--- config.mk ---
export PLATFORM = sky130hd
export DESIGN_NAME = pllCore
export DESIGN_NICKNAME = d
export VERILOG_FILES = /design/src/hw/etrocPllPkg.sv /design/src/hw/fbDividerLane.sv /design/src/hw/fbDividerTmr.sv /design/src/hw/clkTreeGate.sv /design/src/hw/lockDetector.sv /design/src/hw/pllCore.sv
export SDC_FILE = /design/constraint.sdc
export NUM_CORES = 1
export LEC_CHECK = 0
export BUFFER_PORTS_ARGS = -buffer_cell sky130_fd_sc_hd__buf_2
export CAP_MARGIN = 20
export CORE_ASPECT_RATIO = 0.8
export CORE_MARGIN = 8
export CORE_UTILIZATION = 35
export DETAILED_ROUTE_END_ITERATION = 6
export PLACE_DENSITY_LB_ADDON = 0.15
export REMOVE_ABC_BUFFERS = 1
export SYNTH_ARGS = -nofsm -noshare
export SYNTH_HDL_FRONTEND = slang
export SYNTH_SLANG_ARGS = --single-unit
export TNS_END_PERCENT = 50
--- constraint.sdc ---
create_clock -name clk2g56 -period 3.53 [get_ports clk2g56]
set_input_delay 0.5295 -clock clk2g56 [delete_from_list [all_inputs] [get_ports clk2g56]]
set_output_delay 0.5295 -clock clk2g56 [all_outputs]
set_load 0.01 [all_outputs]
--- src/hw/etrocPllPkg.sv ---
// PLL feedback path definitions
`default_nettype none

package etrocPllPkg;

	//////////////////////////////
	// feedback divider
	//////////////////////////////

	// fast cycles per 40 MHz period
	localparam int DIV_RATIO = 64;
	localparam int FB_COUNT_W = 6;

	// count bits behind each derived clock
	localparam int CLK1G28_BIT = 0;
	localparam int CLK320M_BIT = 2;
	localparam int CLK40M_BIT = 5;

	//////////////////////////////
	// lock and phase
	//////////////////////////////

	// consecutive in-window reference edges for lock
	localparam int LOCK_COUNT = 8;
	localparam int LOCK_CNT_W = 4;

	// accepted phase distance in fast cycles
	localparam int PHASE_WINDOW = 1;

	// voted count in the first cycle the feedback clock is high
	// (half period plus the clock register)
	localparam int FB_EDGE_COUNT = DIV_RATIO / 2 + 1;

	typedef logic [FB_COUNT_W-1:0] fbCount_t;
	typedef logic [LOCK_CNT_W-1:0] lockCnt_t;

	typedef enum logic [1:0] {
		UNLOCKED,
		ACQUIRING,
		LOCKED
	} lockState_t;

endpackage

`default_nettype wire

--- src/hw/fbDividerLane.sv ---
// Feedback divider lane
`timescale 1ns/1ns
`default_nettype none

module fbDividerLane import etrocPllPkg::*; (
	input  logic     clk2g56,
	input  logic     rstN,
	input  logic     enablePll,
	input  logic     skip,
	input  logic     skipVoted,
	input  fbCount_t countVoted,
	output fbCount_t count
);

	logic     hold;
	fbCount_t countNext;

	//////////////////////////////
	// next state
	//////////////////////////////

	// majority skip holds every lane together
	// a lone skip holds only this lane for one cycle
	assign hold = skip | skipVoted;

	// always step from the voted count so an upset lane rejoins
	// wraps at DIV_RATIO since the ratio is a power of two
	assign countNext = hold ? countVoted : countVoted + fbCount_t'(1);

	//////////////////////////////
	// count register
	//////////////////////////////

	// disabled PLL parks the lane at zero
	always_ff @(posedge clk2g56) begin
		if (!rstN || !enablePll) begin
			count <= '0;
		end else begin
			count <= countNext;
		end
	end

endmodule

`default_nettype wire

--- src/hw/fbDividerTmr.sv ---
// Triplicated feedback divider
`timescale 1ns/1ns
`default_nettype none

module fbDividerTmr import etrocPllPkg::*; (
	input  logic     clk2g56,
	input  logic     rstN,
	input  logic     enablePll,
	input  logic     skipA,
	input  logic     skipB,
	input  logic     skipC,
	output fbCount_t fbCount,
	output logic     wrapPulse,
	output logic     clk1G28Raw,
	output logic     clk320MRaw,
	output logic     clk40MRaw,
	output logic     tmrErr
);

	logic [2:0] skipLane;
	logic       skipVoted;
	fbCount_t   laneCount [3];
	logic       laneMismatch;

	//////////////////////////////
	// skip vote
	//////////////////////////////

	assign skipLane = {skipC, skipB, skipA};

	assign skipVoted = (skipA & skipB) | (skipA & skipC) | (skipB & skipC);

	//////////////////////////////
	// lanes
	//////////////////////////////

	for (genvar i = 0; i < 3; i++) begin : gLane
		fbDividerLane uLane (
			.clk2g56    (clk2g56),
			.rstN       (rstN),
			.enablePll  (enablePll),
			.skip       (skipLane[i]),
			.skipVoted  (skipVoted),
			.countVoted (fbCount),
			.count      (laneCount[i])
		);
	end

	//////////////////////////////
	// count vote
	//////////////////////////////

	// bitwise majority of the three lanes
	assign fbCount = (laneCount[0] & laneCount[1])
		| (laneCount[0] & laneCount[2])
		| (laneCount[1] & laneCount[2]);

	// last cycle of the 40 MHz period
	assign wrapPulse = (fbCount == fbCount_t'(DIV_RATIO - 1));

	assign laneMismatch = (laneCount[0] != laneCount[1])
		|| (laneCount[1] != laneCount[2]);

	//////////////////////////////
	// derived clocks
	//////////////////////////////

	// one register after the voted count, no decode glitches
	always_ff @(posedge clk2g56) begin
		if (!rstN) begin
			clk1G28Raw <= 1'b0;
			clk320MRaw <= 1'b0;
			clk40MRaw  <= 1'b0;
		end else begin
			clk1G28Raw <= fbCount[CLK1G28_BIT];
			clk320MRaw <= fbCount[CLK320M_BIT];
			clk40MRaw  <= fbCount[CLK40M_BIT];
		end
	end

	//////////////////////////////
	// upset flag
	//////////////////////////////

	// sticky until reset, even across a disabled PLL
	always_ff @(posedge clk2g56) begin
		if (!rstN) begin
			tmrErr <= 1'b0;
		end else if (laneMismatch) begin
			tmrErr <= 1'b1;
		end
	end

endmodule

`default_nettype wire

--- src/hw/clkTreeGate.sv ---
// Clock tree gate
`timescale 1ns/1ns
`default_nettype none

module clkTreeGate (
	input  logic       clk2g56,
	input  logic       rstN,
	input  logic [2:0] treeDisable,
	input  logic       wrapPulse,
	input  logic       clkIn,
	output logic       clkOut
);

	logic disableVoted;
	logic disableSampled;
	logic treeEn;

	//////////////////////////////
	// disable vote
	//////////////////////////////

	// copies A, B and C of the tree disable
	assign disableVoted = (treeDisable[0] & treeDisable[1])
		| (treeDisable[0] & treeDisable[2])
		| (treeDisable[1] & treeDisable[2]);

	//////////////////////////////
	// gating
	//////////////////////////////

	// disable only sampled at the counter wrap
	// enable switches in a low cycle of clkIn, so the next pulse
	// is either whole or missing
	always_ff @(posedge clk2g56) begin
		if (!rstN) begin
			disableSampled <= 1'b0;
			treeEn         <= 1'b1;
			clkOut         <= 1'b0;
		end else begin
			if (wrapPulse) begin
				disableSampled <= disableVoted;
			end
			if (!clkIn) begin
				treeEn <= ~disableSampled;
			end
			// same register delay on every tree
			clkOut <= clkIn & treeEn;
		end
	end

endmodule

`default_nettype wire

--- src/hw/lockDetector.sv ---
// Feedback phase lock detector
`timescale 1ns/1ns
`default_nettype none

module lockDetector import etrocPllPkg::*; (
	input  logic     clk2g56,
	input  logic     rstN,
	input  logic     enablePll,
	input  logic     clk40Ref,
	input  fbCount_t fbCount,
	output logic     instLock
);

	logic       refQ;
	logic       refEdge;
	fbCount_t   phaseDiff;
	fbCount_t   phaseDist;
	logic       phaseMatch;
	lockState_t state;
	lockCnt_t   matchCnt;

	//////////////////////////////
	// reference edge
	//////////////////////////////

	always_ff @(posedge clk2g56) begin
		if (!rstN) begin
			refQ <= 1'b0;
		end else begin
			refQ <= clk40Ref;
		end
	end

	assign refEdge = clk40Ref & ~refQ;

	//////////////////////////////
	// phase window
	//////////////////////////////

	// offset from the count where the feedback edge shows up
	assign phaseDiff = fbCount - fbCount_t'(FB_EDGE_COUNT);

	// distance modulo the period, either direction
	assign phaseDist = phaseDiff[FB_COUNT_W-1] ? -phaseDiff : phaseDiff;

	assign phaseMatch = (phaseDist <= fbCount_t'(PHASE_WINDOW));

	//////////////////////////////
	// lock FSM
	//////////////////////////////

	always_ff @(posedge clk2g56) begin
		if (!rstN || !enablePll) begin
			state    <= UNLOCKED;
			matchCnt <= '0;
		end else if (refEdge) begin
			if (!phaseMatch) begin
				// one miss is enough to drop lock
				state    <= UNLOCKED;
				matchCnt <= '0;
			end else begin
				case (state)
					UNLOCKED: begin
						state    <= ACQUIRING;
						matchCnt <= lockCnt_t'(1);
					end
					ACQUIRING: begin
						if (matchCnt == lockCnt_t'(LOCK_COUNT - 1)) begin
							state <= LOCKED;
						end
						matchCnt <= matchCnt + lockCnt_t'(1);
					end
					LOCKED: state <= LOCKED;
					default: state <= UNLOCKED;
				endcase
			end
		end
	end

	assign instLock = (state == LOCKED);

endmodule

`default_nettype wire

--- src/hw/pllCore.sv ---
// PLL core feedback path
`timescale 1ns/1ns
`default_nettype none

module pllCore import etrocPllPkg::*; (
	input  logic       clk2g56,
	input  logic       rstN,
	input  logic       enablePll,
	input  logic       skipA,
	input  logic       skipB,
	input  logic       skipC,
	input  logic [2:0] clkTreeADisable,
	input  logic [2:0] clkTreeBDisable,
	input  logic [2:0] clkTreeCDisable,
	input  logic       clk40Ref,
	output logic       clk1G28,
	output logic       clk320M,
	output logic       clk40M,
	output logic       clk40Mfb,
	output logic       tmrErr,
	output logic       instLock
);

	fbCount_t fbCount;
	logic     wrapPulse;
	logic     clk1G28Raw;
	logic     clk320MRaw;
	logic     clk40MRaw;

	//////////////////////////////
	// divider
	//////////////////////////////

	fbDividerTmr uDivider (
		.clk2g56    (clk2g56),
		.rstN       (rstN),
		.enablePll  (enablePll),
		.skipA      (skipA),
		.skipB      (skipB),
		.skipC      (skipC),
		.fbCount    (fbCount),
		.wrapPulse  (wrapPulse),
		.clk1G28Raw (clk1G28Raw),
		.clk320MRaw (clk320MRaw),
		.clk40MRaw  (clk40MRaw),
		.tmrErr     (tmrErr)
	);

	// loop feedback never goes through a tree gate
	assign clk40Mfb = clk40MRaw;

	//////////////////////////////
	// clock trees
	//////////////////////////////

	// tree A 1.28 GHz
	clkTreeGate uTreeA (
		.clk2g56     (clk2g56),
		.rstN        (rstN),
		.treeDisable (clkTreeADisable),
		.wrapPulse   (wrapPulse),
		.clkIn       (clk1G28Raw),
		.clkOut      (clk1G28)
	);

	// tree B 320 MHz
	clkTreeGate uTreeB (
		.clk2g56     (clk2g56),
		.rstN        (rstN),
		.treeDisable (clkTreeBDisable),
		.wrapPulse   (wrapPulse),
		.clkIn       (clk320MRaw),
		.clkOut      (clk320M)
	);

	// tree C 40 MHz
	clkTreeGate uTreeC (
		.clk2g56     (clk2g56),
		.rstN        (rstN),
		.treeDisable (clkTreeCDisable),
		.wrapPulse   (wrapPulse),
		.clkIn       (clk40MRaw),
		.clkOut      (clk40M)
	);

	//////////////////////////////
	// lock
	//////////////////////////////

	lockDetector uLock (
		.clk2g56   (clk2g56),
		.rstN      (rstN),
		.enablePll (enablePll),
		.clk40Ref  (clk40Ref),
		.fbCount   (fbCount),
		.instLock  (instLock)
	);

endmodule

`default_nettype wire

==> impl_table.tex, run 1 <==
\begin{tabular}{lr}
\hline
Metric & Value \\
\hline
\multicolumn{2}{l}{\textbf{Timing}} \\
Max Slew Vio Count & 0 \\
Hold violation total from the final report & 0 \\
Final Cycle Share & 73.8\% \\
Maximum clock frequency & roughly 380 MHz \\
Total setup violations reported at the end of the flow & 0 \\
Rel. slew slack & approximately 45\% \\
Post-route minimum period & 2.61 ns \\
Final Hold Slack & 0.441 ns \\
RSZ-0062 raised after global routing & no \\
Slew at the pin with the worst max-slew slack & 0.830 ns \\
Largest clock skew in the final design & around 0.0068 ns \\
Final setup TNS & 0 ns \\
\multicolumn{2}{l}{\textbf{Drt}} \\
First DRT Iteration DRCs & 61 \\
Met3 layer wire length in the routed design & 251 um \\
Average vias per placed instance & around 5.0 \\
Pre-Repair DR Iteration Count & 4 \\
Number of design rule violations left after detail routing & 0 \\
Topmost layer with routed signal wires & met4 \\
Mean routed wirelength per cell & 13.2 um \\
Final Routed Wirelength & 4300 um \\
Routed met2 length & 1770 um \\
Antenna-violating nets left & 0 \\
Routed met1 length & 2230 um \\
Via count of the routed design & 1619 \\
\multicolumn{2}{l}{\textbf{Worst hold path}} \\
Hold Path Class & flip-flop to flip-flop \\
Startpoint of the worst hold path & uTreeA.treeEn \\
Endpoint of the worst hold-timing path & uTreeA.clkOut \\
Cell depth of the worst hold path & 2 \\
\multicolumn{2}{l}{\textbf{Power and ir drop}} \\
Reported net switching power & 190 uW \\
Power density of the placed cells & 409 nW/um\^{}2 \\
Sw frac & 20.1\% \\
Flop pwr share & about 46\% \\
Design internal power & around 750 uW \\
VDD IR max & about 0.18 mV \\
Fraction of power consumed by combinational cells & 5.5\% \\
Tot Pwr & approximately 940 uW \\
Share of power burned in the clock network & between 40\% and 50\% \\
Leakage power summed over all cells & 0.000988 uW \\
\multicolumn{2}{l}{\textbf{Global routing}} \\
Pin count of the biggest net entering global routing & 25 \\
Number of antenna violations at the first check in global routing & 0 \\
Total track usage & 10.9\% \\
GRT overflow & 0 \\
Via count of the first global-routing pass & 1529 \\
Global-route wire length before repair & 7370 um \\
\multicolumn{2}{l}{\textbf{Final layout}} \\
Final standard cell area without fillers & 2310 um\^{}2 \\
Storage element area & 761 um\^{}2 \\
Multi-input logic area & approximately 1200 um\^{}2 \\
Proportion of layout cells with a drive suffix above 1 & between 10\% and 20\% \\
Count of placed standard cells in the final layout, fillers left out & approximately 330 \\
Antenna fix cells & 0 \\
Layout overhead on the synthesized area & 17.4\% \\
Count of nets after finishing & 284 \\
Fillcell total & 557 \\
\multicolumn{2}{l}{\textbf{Synth}} \\
Syn. warnings & 0 \\
Cell area after synthesis & between 1500 and 2000 um\^{}2 \\
Share of the yosys chip area belonging to registers & approximately two fifths \\
Combinational family with the most area after synthesis & simple AND/OR/NAND/NOR gates \\
Fraction of registers with async set/reset & 0\% \\
Mux cell area share after synthesis & 0\% \\
Most numerous cell in the Yosys netlist & sky130\_fd\_sc\_hd\_\_dfxtp\_1 \\
Compound-gate portion of the synthesized area & between 10\% and 20\% \\
Cells taking the most area after synthesis & sky130\_fd\_sc\_hd\_\_dfxtp\_1 (39\%), sky130\_fd\_sc\_hd\_\_ha\_1 (13\%), sky130\_fd\_sc\_hd\_\_nor2\_1 (5.9\%), sky130\_fd\_sc\_hd\_\_xnor2\_1 (4.9\%), sky130\_fd\_sc\_hd\_\_a21oi\_1 (4.6\%) \\
Count of flip-flops with a built-in enable after synthesis & 0 \\
Synth Area in Simple Gates & approximately a fifth \\
Cell type with the highest aggregate area in the netlist & sky130\_fd\_sc\_hd\_\_dfxtp\_1 \\
Most used DFF post-synth & sky130\_fd\_sc\_hd\_\_dfxtp\_1 \\
Top cell type's share of synthesized area & $\sim$39\% \\
Most common library cells after synthesis & sky130\_fd\_sc\_hd\_\_dfxtp\_1 (38), sky130\_fd\_sc\_hd\_\_nor2\_1 (31), sky130\_fd\_sc\_hd\_\_nand2\_1 (21) \\
Register bit total from synthesis & 38 \\
Count of mapped cells out of synthesis & roughly 220 \\
Unique masters post-synth & 39 \\
Mean cell area of the mapped netlist & 8.86 um\^{}2 \\
Synthesized-area fraction occupied by adder cells & 12.7\% \\
Share of the synthesized netlist area taken by xor and xnor gates & 5.79\% \\
\multicolumn{2}{l}{\textbf{Die}} \\
Die footprint & roughly 8300 um\^{}2 \\
Total number of placement rows & 24 \\
Die height & 83.1 um \\
Core outline area & 5440 um\^{}2 \\
Count of pins on the block boundary & 22 \\
Starting density of the core & 36.2\% \\
Width of the die & 99.8 um \\
\multicolumn{2}{l}{\textbf{CTS}} \\
Worst skew pair latency & 0.29 ns \\
Clock Sinks & 38 \\
Level count of the clock H-tree & 2 \\
Post CTS Setup Buffer Count & 0 \\
Number of buffers added by the clock tree synthesis step & 5 \\
CTS tree & done \\
Number of buffers added to fix hold violations after cts & 0 \\
Clock Tree Root & sky130\_fd\_sc\_hd\_\_clkbuf\_8 \\
Resized cells post-CTS & 0 \\
Clock transition at path regs & about 0.080 ns \\
Number of buffers between clock root and the deepest sink & 2 \\
\multicolumn{2}{l}{\textbf{Worst setup path}} \\
CP Data Required Time & approximately 3.7 ns \\
Chain of cells forming the critical path & ha\_1, a211oi\_4, ha\_1, xor2\_1, xnor2\_1, a21oi\_1, or3b\_1, o32ai\_1 \\
Critical-path maximum fanout & 11 \\
Path depth of the worst reg2reg path & 8 \\
Type of the worst setup path & flip-flop to flip-flop \\
Critical path capture point type & flip-flop \\
Worst flop-to-flop path startpoint & uDivider.gLane[0].uLane.count[1] \\
Arrival time of the worst setup path & 2.80 ns \\
Crit path top cell by count & sky130\_fd\_sc\_hd\_\_ha\_1 \\
Launch point of the worst path & uDivider.gLane[0].uLane.count[1] \\
Endpoint of the lowest-slack register-to-register path & uLock.state[1] \\
Setup crit start kind & flip-flop \\
Critical path's slowest cell & sky130\_fd\_sc\_hd\_\_a211oi\_4 \\
Worst reg2reg setup slack & 0.92 ns \\
CP max stage delay & 0.43 ns \\
\multicolumn{2}{l}{\textbf{Status}} \\
Status & finished, final reports clean \\
\multicolumn{2}{l}{\textbf{Placed design}} \\
DP Area & 2170 um\^{}2 \\
Input/output buffers & 21 \\
DP Wirelength & between 3000 and 4000 um \\
Final RePlAce weighted congestion & 0.789 \\
Placed insts & 319 \\
\multicolumn{2}{l}{\textbf{Run}} \\
Max-cap violations & 0 \\
\hline
\end{tabular}
[how the worst max path moves through the flow]
stage	to	slack, ns	cells past startpoint
after floorplan	uLock.state[0]	1.13	8
after global placement	uLock.state[0]	0.99	8
after detailed placement	uLock.matchCnt[1]	0.95	8
after CTS	uLock.state[0]	0.92	8
after global routing	uLock.state[0]	0.71	8
final	uLock.state[1]	0.92	8
[registers in the layout, indices dropped and copies added (netlist names)]
| register | flops |
|---|---|
| uTreeB.clkOut | 1 |
| uDivider.clk40MRaw | 1 |
| uDivider.gLane.uLane.count | 18 |
| uDivider.tmrErr | 1 |
| uLock.refQ | 1 |
| uLock.state | 2 |
| uDivider.clk320MRaw | 1 |
| uTreeB.treeEn | 1 |
| uTreeA.clkOut | 1 |
| uLock.matchCnt | 4 |
| uTreeC.treeEn | 1 |
| uDivider.clk1G28Raw | 1 |
| uTreeA.treeEn | 1 |
| uTreeA.disableSampled | 1 |
| uTreeC.clkOut | 1 |
| uTreeC.disableSampled | 1 |
| uTreeB.disableSampled | 1 |
[power by group through the flow]
| stage | combinational, uW | clock (uW) | sequential (uW) |
|---|---|---|---|
| after global placement | 52.4 | 0 | 446 |
| after CTS | 52.9 | 463 | 436 |
| after detailed placement | 52.5 | 0 | 446 |
| after global routing | 58.7 | 479 | 436 |
| after floorplan | 29.2 | 0 | 446 |
| final | 52.1 | 456 | 436 |
[placed cells by master, fill, tap and decap left out, types with 3 or more instances in the layout]
master                     synthesis  layout
sky130_fd_sc_hd__a211o_1           3       3
sky130_fd_sc_hd__a211oi_2          3       3
sky130_fd_sc_hd__a21oi_1          18      18
sky130_fd_sc_hd__a311oi_1          3       3
sky130_fd_sc_hd__a31oi_1           4       4
sky130_fd_sc_hd__and3_1            8       8
sky130_fd_sc_hd__buf_2             0      21
sky130_fd_sc_hd__clkbuf_8          0       6
sky130_fd_sc_hd__dfxtp_1          38      38
sky130_fd_sc_hd__ha_1             20      20
sky130_fd_sc_hd__inv_1             5       5
sky130_fd_sc_hd__nand2_1          21      21
sky130_fd_sc_hd__nand3_1           3       3
sky130_fd_sc_hd__nor2_1           31      31
sky130_fd_sc_hd__nor3_1           10      10
sky130_fd_sc_hd__nor4_1            3       3
sky130_fd_sc_hd__o211ai_1          3       3
sky130_fd_sc_hd__o21ai_0           6       6
sky130_fd_sc_hd__xnor2_1          11      11
[metal layers]
layer | up-vias | track usage [%]
met5 | - | 0
met4 | 0 | 4.12
met3 | 5 | 3.25
met2 | 34 | 16.1
met1 | 727 | 14.6
li1 | 853 | -
[cells by family after synthesis]
logic type | after synthesis
xor gates and xnor gates | 13
buffers and inverters | 10
and+or+nand+nor | 88
DFF | 38
AOI/OAI and AO/OA | 53
adders and majority gates | 20
[stage by stage]
| stage | utilization (%) | worst slack [ns] |
|---|---|---|
| finish | 42.5 | 0.924 |
| detailed placement | 39.8 | 0.952 |
| global route | 42.5 | 0.713 |
| CTS | 42.5 | 0.915 |
| floorplan | - | 1.13 |
| global placement | 39.8 | 0.989 |
[cell type report]
cell class / count / area share, %
Clock buffer: 6 / 3.58
Inverter: 7 / 1.25
Multi-Input combinational cell: 174 / 50.5
Tap cell: 78 / 4.23
Timing Repair Buffer: 22 / 4.88
Sequential cell: 38 / 33.0
Clock inverter: 2 / 2.60
[worst max-delay path: cells and delay by family (launching register included)]
kind | cells | cell delay [ns]
DFF | 1 | 0.34
and+or+nand+nor | 1 | 0.40
AOI/OAI and AO/OA | 3 | 0.83
xor gates and xnor gates | 2 | 0.35
adders and majority gates | 2 | 0.60
(Power assumes the default switching activity.)
==> inputs of run 2 (changes only) <==
==> constraint.sdc (replaced) <==
create_clock -name clk2g56 -period 2.43 [get_ports clk2g56]
set_input_delay 0.3645 -clock clk2g56 [delete_from_list [all_inputs] [get_ports clk2g56]]
set_output_delay 0.3645 -clock clk2g56 [all_outputs]
set_load 0.01 [all_outputs]
==> run 2 against run 1 <==
  * Clock skew is 0.0024 ns higher
  * Die area stayed put
  * First-iteration DRC count is 1.6% lower
  * Count of clock-buffer cells in the layout is 1 lower
  * Sequential power is 45% higher
  * Non-clock buffer count is 18 higher
  * Clock power is 44% higher
  * Wire length is 5.4% higher
  * Maximum frequency is 12% higher
  * Global-route usage is 0.17 points higher
  * Critical path depth stayed put
  * Highest routed layer unchanged
==> impl_table.tex, run 2 (synthesized netlist as in run 1, its figures left out) <==
\begin{tabular}{lr}
\hline
Metric & Value \\
\hline
\multicolumn{2}{l}{\textbf{Status}} \\
Status & finished, final reports clean \\
\multicolumn{2}{l}{\textbf{Timing}} \\
RSZ-0062 raised after global routing & no \\
Final Cycle Share & 96.1\% (+22 points) \\
Final worst slack & 0.0953 ns (-0.829 ns) \\
Largest clock skew in the final design & 0.00926 ns (+0.00244 ns) \\
Rel. slew slack & 44.3\% (-0.40 points) \\
Maximum clock frequency & 428 MHz (+12\%) \\
Final setup TNS & 0 ns (unchanged) \\
Total setup violations reported at the end of the flow & 0 (unchanged) \\
Hold violation total from the final report & 0 (unchanged) \\
Post-route minimum period & 2.33 ns (-0.271 ns) \\
Max Slew Vio Count & 0 (unchanged) \\
Slew at the pin with the worst max-slew slack & 0.834 ns (+0.00405 ns) \\
\multicolumn{2}{l}{\textbf{Drt}} \\
First DRT Iteration DRCs & 60 (-1.6\%) \\
Average vias per placed instance & 4.98 (+0.58\%) \\
Mean routed wirelength per cell & 13.1 um (about the same) \\
Via count of the routed design & 1718 (+6.1\%) \\
Final Routed Wirelength & 4540 um (+5.4\%) \\
Pre-Repair DR Iteration Count & 6 (+2) \\
Number of design rule violations left after detail routing & 0 (unchanged) \\
Antenna-violating nets left & 0 (unchanged) \\
\multicolumn{2}{l}{\textbf{CTS}} \\
Clock Sinks & 38 (unchanged) \\
Number of buffers added to fix hold violations after cts & 0 (unchanged) \\
Number of buffers added by the clock tree synthesis step & 5 (unchanged) \\
Clock Tree Root & sky130\_fd\_sc\_hd\_\_clkbuf\_8 \\
Clock transition at path regs & 0.08 ns (about the same) \\
Worst skew pair latency & 0.29 ns (about the same) \\
CTS tree & done \\
Number of buffers between clock root and the deepest sink & 2 (unchanged) \\
Level count of the clock H-tree & 2 (unchanged) \\
\multicolumn{2}{l}{\textbf{Die}} \\
Count of pins on the block boundary & 22 (unchanged) \\
Die height & 83.1 um (unchanged) \\
Total number of placement rows & 24 (unchanged) \\
Starting density of the core & 36.2\% (unchanged) \\
Width of the die & 99.8 um (unchanged) \\
Die footprint & 8290 um\^{}2 (unchanged) \\
Core outline area & 5440 um\^{}2 (unchanged) \\
\multicolumn{2}{l}{\textbf{Worst setup path}} \\
Launch point of the worst path & uDivider.gLane[2].uLane.count[1] \\
Critical path's slowest cell & sky130\_fd\_sc\_hd\_\_or3b\_4 \\
Termination of the worst setup path & uLock.state[0] \\
Setup crit start kind & flip-flop \\
Type of the worst setup path & flip-flop to flip-flop \\
Critical-path maximum fanout & 4 (-7) \\
Endpoint of the lowest-slack register-to-register path & uLock.state[0] \\
Path depth of the worst reg2reg path & 8 (unchanged) \\
Critical path capture point type & flip-flop \\
Arrival time of the worst setup path & 2.53 ns (-0.27 ns) \\
Chain of cells forming the critical path & ha\_2, a211oi\_4, ha\_4, xor2\_2, xnor2\_2, a21oi\_2, or3b\_4, o32ai\_2 \\
CP Data Required Time & 2.63 ns (-1.09 ns) \\
Worst flop-to-flop path startpoint & uDivider.gLane[2].uLane.count[1] \\
CP max stage delay & 0.42 ns (about the same) \\
Worst reg2reg setup slack & 0.1 ns (-0.83 ns) \\
\multicolumn{2}{l}{\textbf{Final layout}} \\
Antenna fix cells & 0 (unchanged) \\
Largest regs & uDivider.gLane.uLane.count x18, uLock.matchCnt x4, uLock.state x2 \\
Count of nets after finishing & 302 (+6.3\%) \\
Largest register FFs & 18 (unchanged) \\
Most common cell after layout, fill and taps aside & sky130\_fd\_sc\_hd\_\_dfxtp\_1 \\
Layout overhead on the synthesized area & 29.6\% \\
Proportion of layout cells with a drive suffix above 1 & 27.7\% (+13 points) \\
Register bank with the most flops & uDivider.gLane.uLane.count \\
Commonest cells after routing, fill and taps aside & sky130\_fd\_sc\_hd\_\_dfxtp\_1 (34), sky130\_fd\_sc\_hd\_\_nor2\_1 (31), sky130\_fd\_sc\_hd\_\_nand2\_1 (21), sky130\_fd\_sc\_hd\_\_buf\_2 (21) \\
\multicolumn{2}{l}{\textbf{Power and ir drop}} \\
Reported net switching power & 299 uW (+57\%) \\
VDD IR max & 0.239 mV (+36\%) \\
Power density of the placed cells & 540 nW/um\^{}2 (+32\%) \\
Fraction of power consumed by combinational cells & 6.5\% (+1.0 points) \\
Share of power burned in the clock network & 47.5\% (-0.8 points) \\
Sw frac & 21.7\% (+1.6 points) \\
Flop pwr share & 46.0\% (-0.2 points) \\
Leakage power summed over all cells & 0.00109 uW (+9.8\%) \\
Design internal power & 1080 uW (+43\%) \\
\multicolumn{2}{l}{\textbf{Run}} \\
Max-cap violations & 0 (unchanged) \\
\multicolumn{2}{l}{\textbf{Global routing}} \\
Global-route wire length before repair & 7520 um (+2.1\%) \\
Number of antenna violations at the first check in global routing & 0 (unchanged) \\
Via count of the first global-routing pass & 1625 (+6.3\%) \\
Total track usage & 11.1\% (+0.17 points) \\
GRT overflow & 0 (unchanged) \\
Pin count of the biggest net entering global routing & 25 (unchanged) \\
\multicolumn{2}{l}{\textbf{Worst hold path}} \\
Hold Path Class & input port to flip-flop \\
\multicolumn{2}{l}{\textbf{Placed design}} \\
DP Wirelength & 3290 um (+2.4\%) \\
Final RePlAce weighted congestion & 0.761 (-3.5\%) \\
Placement-stage worst setup slack & 0.0197 ns (-0.933 ns) \\
Input/output buffers & 21 (unchanged) \\
\hline
\end{tabular}
## run 2: cell types whose count changed in the layout (fill, tap and decap cells not counted), sizes merged
| cell | delta |
|---|---|
| clkbuf | -1 |
| clkinv | +1 |
| buf | +18 |
## run 2: worst max-delay path: cells and delay by family (launching register included)
kind            cells  cell delay (ns)
compound gates      3             0.64
fa+ha+maj           2             0.47
simple gates        1             0.42
xor+xnor            2             0.39
flops               1             0.32
## run 2: stage by stage
step	hold slack (ns)	power, uW	area, um^2	util, %	cells
2_1_floorplan	0.418	690	1960	-	219
3_3_place_gp	0.423	729	2270	41.8	333
3_5_place_dp	0.428	729	2270	41.8	333
4_1_cts	0.300	1380	2420	44.5	342
5_1_grt	0.322	1440	2550	46.9	345
6_report	0.307	1380	2550	46.9	345
## run 2: layer usage
metal	wire, um	track usage [%]	vias up
met2	1950	16.6	39
met5	0	0	-
met3	215	3.08	9
met1	2300	14.6	782
li1	-	-	888
met4	74	4.53	0
## run 2: worst min path at each step
stage                              from            end  slack, ns  cells after the start
after global routing           clk40Ref     uLock.refQ       0.32                      2
after floorplan           uTreeA.treeEn  uTreeA.clkOut       0.42                      2
after detailed placement  uTreeA.treeEn  uTreeA.clkOut       0.43                      2
after CTS                      clk40Ref     uLock.refQ       0.30                      2
after global placement    uTreeC.treeEn  uTreeC.clkOut       0.42                      2
final                          clk40Ref     uLock.refQ       0.31                      2
## run 2: cell type report
cell class / instances / area [um^2]
Clock buffer: 5 / 68.8
Clock inverter: 3 / 68.8
Fill cell: 524 / 2890
Inverter: 7 / 28.8
Multi-Input combinational cell: 174 / 1260
Sequential cell: 38 / 766
Tap cell: 78 / 97.6
Timing Repair Buffer: 40 / 259
## run 2: power groups by stage
| stage | clock network (uW) | logic (uW) | registers, uW |
|---|---|---|---|
| after floorplan | 0 | 42.3 | 648 |
| after CTS | 669 | 82.6 | 633 |
| after detailed placement | 0 | 81.4 | 647 |
| after global placement | 0 | 81.9 | 647 |
| final | 655 | 89.4 | 633 |
| after global routing | 702 | 99.4 | 634 |
## run 2: timing repair
action	CTS	global route
buffers inserted	1	3
resized for setup	0	24
pin swaps	1	11
endpoints found under the setup margin	1	9
==> inputs of run 3 (changes only) <==
--- a/config.mk
+++ b/config.mk
@@ -7,13 +7,17 @@
 export LEC_CHECK = 0
 export BUFFER_PORTS_ARGS = -buffer_cell sky130_fd_sc_hd__buf_2
 export CAP_MARGIN = 20
+export CELL_PAD_IN_SITES_DETAIL_PLACEMENT = 0
+export CELL_PAD_IN_SITES_GLOBAL_PLACEMENT = 1
 export CORE_ASPECT_RATIO = 0.8
 export CORE_MARGIN = 8
 export CORE_UTILIZATION = 35
 export DETAILED_ROUTE_END_ITERATION = 6
 export PLACE_DENSITY_LB_ADDON = 0.15
 export REMOVE_ABC_BUFFERS = 1
+export SETUP_SLACK_MARGIN = 0.05
 export SYNTH_ARGS = -nofsm -noshare
 export SYNTH_HDL_FRONTEND = slang
+export SYNTH_HIERARCHICAL = 1
 export SYNTH_SLANG_ARGS = --single-unit
 export TNS_END_PERCENT = 50
==> run 3 against run 2 <==
  * Global-route usage rose by 0.36 points
  * Critical path type unchanged
  * Highest routed layer unchanged
  * Sequential share of layout area fell by 0.63 points
  * Setup slack got worse by 0.086 ns
==> impl_table.tex, run 3 <==
\begin{tabular}{lr}
\hline
Metric & Value \\
\hline
\multicolumn{2}{l}{\textbf{Global routing}} \\
Grt met3 use & 3.04\% (-0.044 points) \\
Global routing met2 resource utilization & 16.9\% (+0.28 points) \\
Met1 global-route usage & 15.7\% (+1.2 points) \\
GRT overflow & 0 (unchanged) \\
Pin count of the biggest net entering global routing & 19 (-24\%) \\
Global route hottest layer & met2 \\
Number of antenna violations at the first check in global routing & 0 (unchanged) \\
Via count of the first global-routing pass & 1641 (+0.98\%) \\
Total track usage & 11.5\% (+0.36 points) \\
Global-route wire length before repair & 8270 um (+10\%) \\
\multicolumn{2}{l}{\textbf{Synth}} \\
Count of flip-flops with a built-in enable after synthesis & 0 (unchanged) \\
Synth Area in Simple Gates & 23.7\% (+2.6 points) \\
Register bit total from synthesis & 38 (unchanged) \\
Share of the synthesized netlist area taken by xor and xnor gates & 2.43\% (-3.4 points) \\
Mean cell area of the mapped netlist & 9.23 um\^{}2 (+4.2\%) \\
Unique masters post-synth & 40 (+2.6\%) \\
Cells taking the most area after synthesis & sky130\_fd\_sc\_hd\_\_dfxtp\_1 (35\%), sky130\_fd\_sc\_hd\_\_ha\_1 (14\%), sky130\_fd\_sc\_hd\_\_nand4bb\_4 (3.8\%), sky130\_fd\_sc\_hd\_\_a22o\_1 (3.7\%), sky130\_fd\_sc\_hd\_\_o21ai\_0 (3.2\%) \\
Cell type with the highest aggregate area in the netlist & sky130\_fd\_sc\_hd\_\_dfxtp\_1 \\
Count of mapped cells out of synthesis & 234 (+5.4\%) \\
Synthesized-area fraction occupied by adder cells & 14.9\% (+2.2 points) \\
Combinational family with the most area after synthesis & simple AND/OR/NAND/NOR gates \\
Most numerous cell in the Yosys netlist & sky130\_fd\_sc\_hd\_\_dfxtp\_1 \\
Mux cell area share after synthesis & 1.85\% (+1.9 points) \\
Most used DFF post-synth & sky130\_fd\_sc\_hd\_\_dfxtp\_1 \\
Top cell type's share of synthesized area & 35.2\% (-3.5 points) \\
Cell area after synthesis & 2160 um\^{}2 (+9.8\%) \\
Most common library cells after synthesis & sky130\_fd\_sc\_hd\_\_dfxtp\_1 (38), sky130\_fd\_sc\_hd\_\_ha\_1 (24), sky130\_fd\_sc\_hd\_\_inv\_1 (18), sky130\_fd\_sc\_hd\_\_nor2\_1 (18), sky130\_fd\_sc\_hd\_\_o21ai\_0 (14) \\
Compound-gate portion of the synthesized area & 18.8\% (-0.88 points) \\
Syn. warnings & 6 (+6) \\
Share of the yosys chip area belonging to registers & 35.2\% (-3.5 points) \\
Fraction of registers with async set/reset & 0\% (unchanged) \\
\multicolumn{2}{l}{\textbf{Worst setup path}} \\
CP max stage delay & 0.53 ns (+0.11 ns) \\
Critical path's slowest cell & sky130\_fd\_sc\_hd\_\_or4\_4 \\
Worst flop-to-flop path startpoint & uDivider/gLane[2].uLane/count[2] \\
Critical path capture point type & flip-flop \\
Launch point of the worst path & uDivider/gLane[2].uLane/count[2] \\
Category of cells accounting for the largest share of critical-path delay & compound AO/OA/AOI/OAI gates \\
Worst reg2reg setup slack & 0.009 ns (-0.09 ns) \\
Path depth of the worst reg2reg path & 11 (+3) \\
Arrival time of the worst setup path & 2.64 ns (+0.11 ns) \\
Chain of cells forming the critical path & ha\_2, a211oi\_2, inv\_1, inv\_2, ha\_4, a21boi\_4, buf\_6, nor2b\_4, or4\_4, a31oi\_4, a311o\_1 \\
Termination of the worst setup path & uLock/matchCnt[1] \\
Levels on crit path & 11 (+3) \\
Critical-path maximum fanout & 6 (+2) \\
Type of the worst setup path & flip-flop to flip-flop \\
Number of buffers and inverters on the critical path & 3 (+3) \\
CP Data Required Time & 2.65 ns (+0.02 ns) \\
Setup crit start kind & flip-flop \\
Endpoint of the lowest-slack register-to-register path & uLock/matchCnt[1] \\
\multicolumn{2}{l}{\textbf{Power and ir drop}} \\
Reported net switching power & 255 uW (-15\%) \\
Power density of the placed cells & 427 nW/um\^{}2 (-21\%) \\
Flop pwr share & 56.8\% (+11 points) \\
Tot Pwr & 1110 uW (-19\%) \\
Design internal power & 854 uW (-21\%) \\
Fraction of power consumed by combinational cells & 7.1\% (+0.6 points) \\
VDD IR max & 0.149 mV (-38\%) \\
Leakage power summed over all cells & 0.00114 uW (+5.0\%) \\
Sw frac & 23.0\% (+1.3 points) \\
Share of power burned in the clock network & 36.1\% (-11 points) \\
\multicolumn{2}{l}{\textbf{Drt}} \\
Average vias per placed instance & 4.99 (+0.29\%) \\
Via count of the routed design & 1778 (+3.5\%) \\
Mean routed wirelength per cell & 14.3 um (+8.7\%) \\
Antenna-violating nets left & 0 (unchanged) \\
Pre-Repair DR Iteration Count & 4 (-2) \\
Number of design rule violations left after detail routing & 0 (unchanged) \\
First DRT Iteration DRCs & 86 (+43\%) \\
Final Routed Wirelength & 5090 um (+12\%) \\
\multicolumn{2}{l}{\textbf{Final layout}} \\
Proportion of layout cells with a drive suffix above 1 & 23.6\% (-4.1 points) \\
Fillcell total & 599 (+14\%) \\
Largest register FFs & 18 (unchanged) \\
Post-layout utilization of the core & 43.7\% (-3.2 points) \\
Register bank with the most flops & uDivider/gLane.uLane/count \\
Count of nets after finishing & 315 (+4.3\%) \\
Commonest cells after routing, fill and taps aside & sky130\_fd\_sc\_hd\_\_dfxtp\_1 (36), sky130\_fd\_sc\_hd\_\_buf\_2 (21), sky130\_fd\_sc\_hd\_\_ha\_1 (20) \\
Most common cell after layout, fill and taps aside & sky130\_fd\_sc\_hd\_\_dfxtp\_1 \\
Layout overhead on the synthesized area & 20.2\% \\
Largest regs & uDivider/gLane.uLane/count x18, uLock/matchCnt x4, uLock/state x2 \\
Antenna fix cells & 0 (unchanged) \\
\multicolumn{2}{l}{\textbf{CTS}} \\
Number of buffers added by the clock tree synthesis step & 5 (unchanged) \\
Clock Tree Root & sky130\_fd\_sc\_hd\_\_clkbuf\_8 \\
Level count of the clock H-tree & 2 (unchanged) \\
CTS tree & done \\
Clock Sinks & 38 (unchanged) \\
Worst skew pair latency & 0.28 ns (about the same) \\
Clock transition at path regs & 0.07 ns (about the same) \\
Number of buffers between clock root and the deepest sink & 2 (unchanged) \\
\multicolumn{2}{l}{\textbf{Timing}} \\
Total setup violations reported at the end of the flow & 0 (unchanged) \\
Rel. slew slack & 71.1\% (+27 points) \\
Hold violation total from the final report & 0 (unchanged) \\
Largest clock skew in the final design & 0.00258 ns (-0.00668 ns) \\
Final setup TNS & 0 ns (unchanged) \\
Maximum clock frequency & 413 MHz (-3.6\%) \\
Post-route minimum period & 2.42 ns (+0.0863 ns) \\
Final Cycle Share & 99.6\% (+3.6 points) \\
RSZ-0062 raised after global routing & yes \\
Final Hold Slack & 0.335 ns (+0.0281 ns) \\
Slew at the pin with the worst max-slew slack & 0.430 ns (-0.404 ns) \\
Max Slew Vio Count & 0 (unchanged) \\
\multicolumn{2}{l}{\textbf{Die}} \\
Core outline area & 5940 um\^{}2 (+9.3\%) \\
Starting density of the core & 36.3\% (+0.15 points) \\
Die footprint & 8960 um\^{}2 (+8.0\%) \\
Width of the die & 104 um (+4.0\%) \\
Die height & 86.3 um (+3.9\%) \\
Total number of placement rows & 25 (+4.2\%) \\
Count of pins on the block boundary & 22 (unchanged) \\
\multicolumn{2}{l}{\textbf{Worst hold path}} \\
Hold Path Class & input port to flip-flop \\
\multicolumn{2}{l}{\textbf{Placed design}} \\
Input/output buffers & 21 (unchanged) \\
Final RePlAce weighted congestion & 0.764 (+0.29\%) \\
DP Wirelength & 3790 um (+15\%) \\
\multicolumn{2}{l}{\textbf{Run}} \\
Max-cap violations & 0 (unchanged) \\
\multicolumn{2}{l}{\textbf{Status}} \\
Status & finished, final reports clean \\
\hline
\end{tabular}
-- run 3: cell types whose count changed after synthesis, sizes merged, moves of 5 or more --
cell | before | now
o21ai | 6 | 20
nor2 | 31 | 18
inv | 6 | 18
a22o | 0 | 9
nand2 | 21 | 12
nor2b | 2 | 11
a21oi | 18 | 10
nand3 | 3 | 11
nor3 | 10 | 2
xnor2 | 11 | 6
-- run 3: layout make-up --
type,count,area [um^2],share of cell area (%)
Inverter,18,67.6,2.60
Tap cell,81,101,3.91
Sequential cell,38,763,29.4
Multi-Input combinational cell,178,1380,53.1
Clock inverter,2,10.0,0.386
Timing Repair Buffer,34,206,7.96
Clock buffer,5,68.8,2.65
-- run 3: how the worst min path moves through the flow --
stage	cells after the start	startpoint	slack [ns]	to
5_1_grt	2	clk40Ref	0.32	uLock/refQ
6_report	2	clk40Ref	0.34	uLock/refQ
2_1_floorplan	1	rstN	0.44	uTreeA/treeEn
3_3_place_gp	1	uTreeC/treeEn	0.46	uTreeC/clkOut
4_1_cts	2	clk40Ref	0.32	uLock/refQ
3_5_place_dp	1	uTreeC/treeEn	0.47	uTreeC/clkOut
-- run 3: kinds of logic (layout without fill, tap and decap cells) --
| kind of cell | Yosys count | after routing |
|---|---|---|
| xor+xnor | 6 | 6 |
| fa+ha+maj | 26 | 26 |
| compound gates | 58 | 58 |
| buf+inv | 18 | 59 |
| flops | 38 | 38 |
| simple gates | 84 | 84 |
| mux | 4 | 4 |
-- run 3: what timing repair did --
item                                    CTS  global route
buffers inserted                          0             4
resized for setup                         3            12
pin swaps                                 3             8
endpoints found under the setup margin    6             6
hold buffers                              0             0
-- run 3: per-stage QoR --
stage	instance area [um^2]	setup WS [ns]	instances
after floorplan	2160	-0.0654	234
after global placement	2430	0.0584	345
after CTS	2530	0.0502	352
after global routing	2590	-0.0801	356
final	2590	0.00899	356
after detailed placement	2430	0.0276	345
-- run 3: power by group through the flow --
stage	logic [uW]	registers (uW)	clock network, uW
final	79.2	629	400
after global routing	88.1	630	445
after CTS	78.7	629	414
after detailed placement	78.3	644	0
after global placement	79.1	644	0
after floorplan	41.9	644	0
-- run 3: metal layers --
layer,part of all wire [%],vias up
met5,0,-
met4,0.94,0
met3,3.7,4
met2,40,25
met1,56,818
li1,-,931
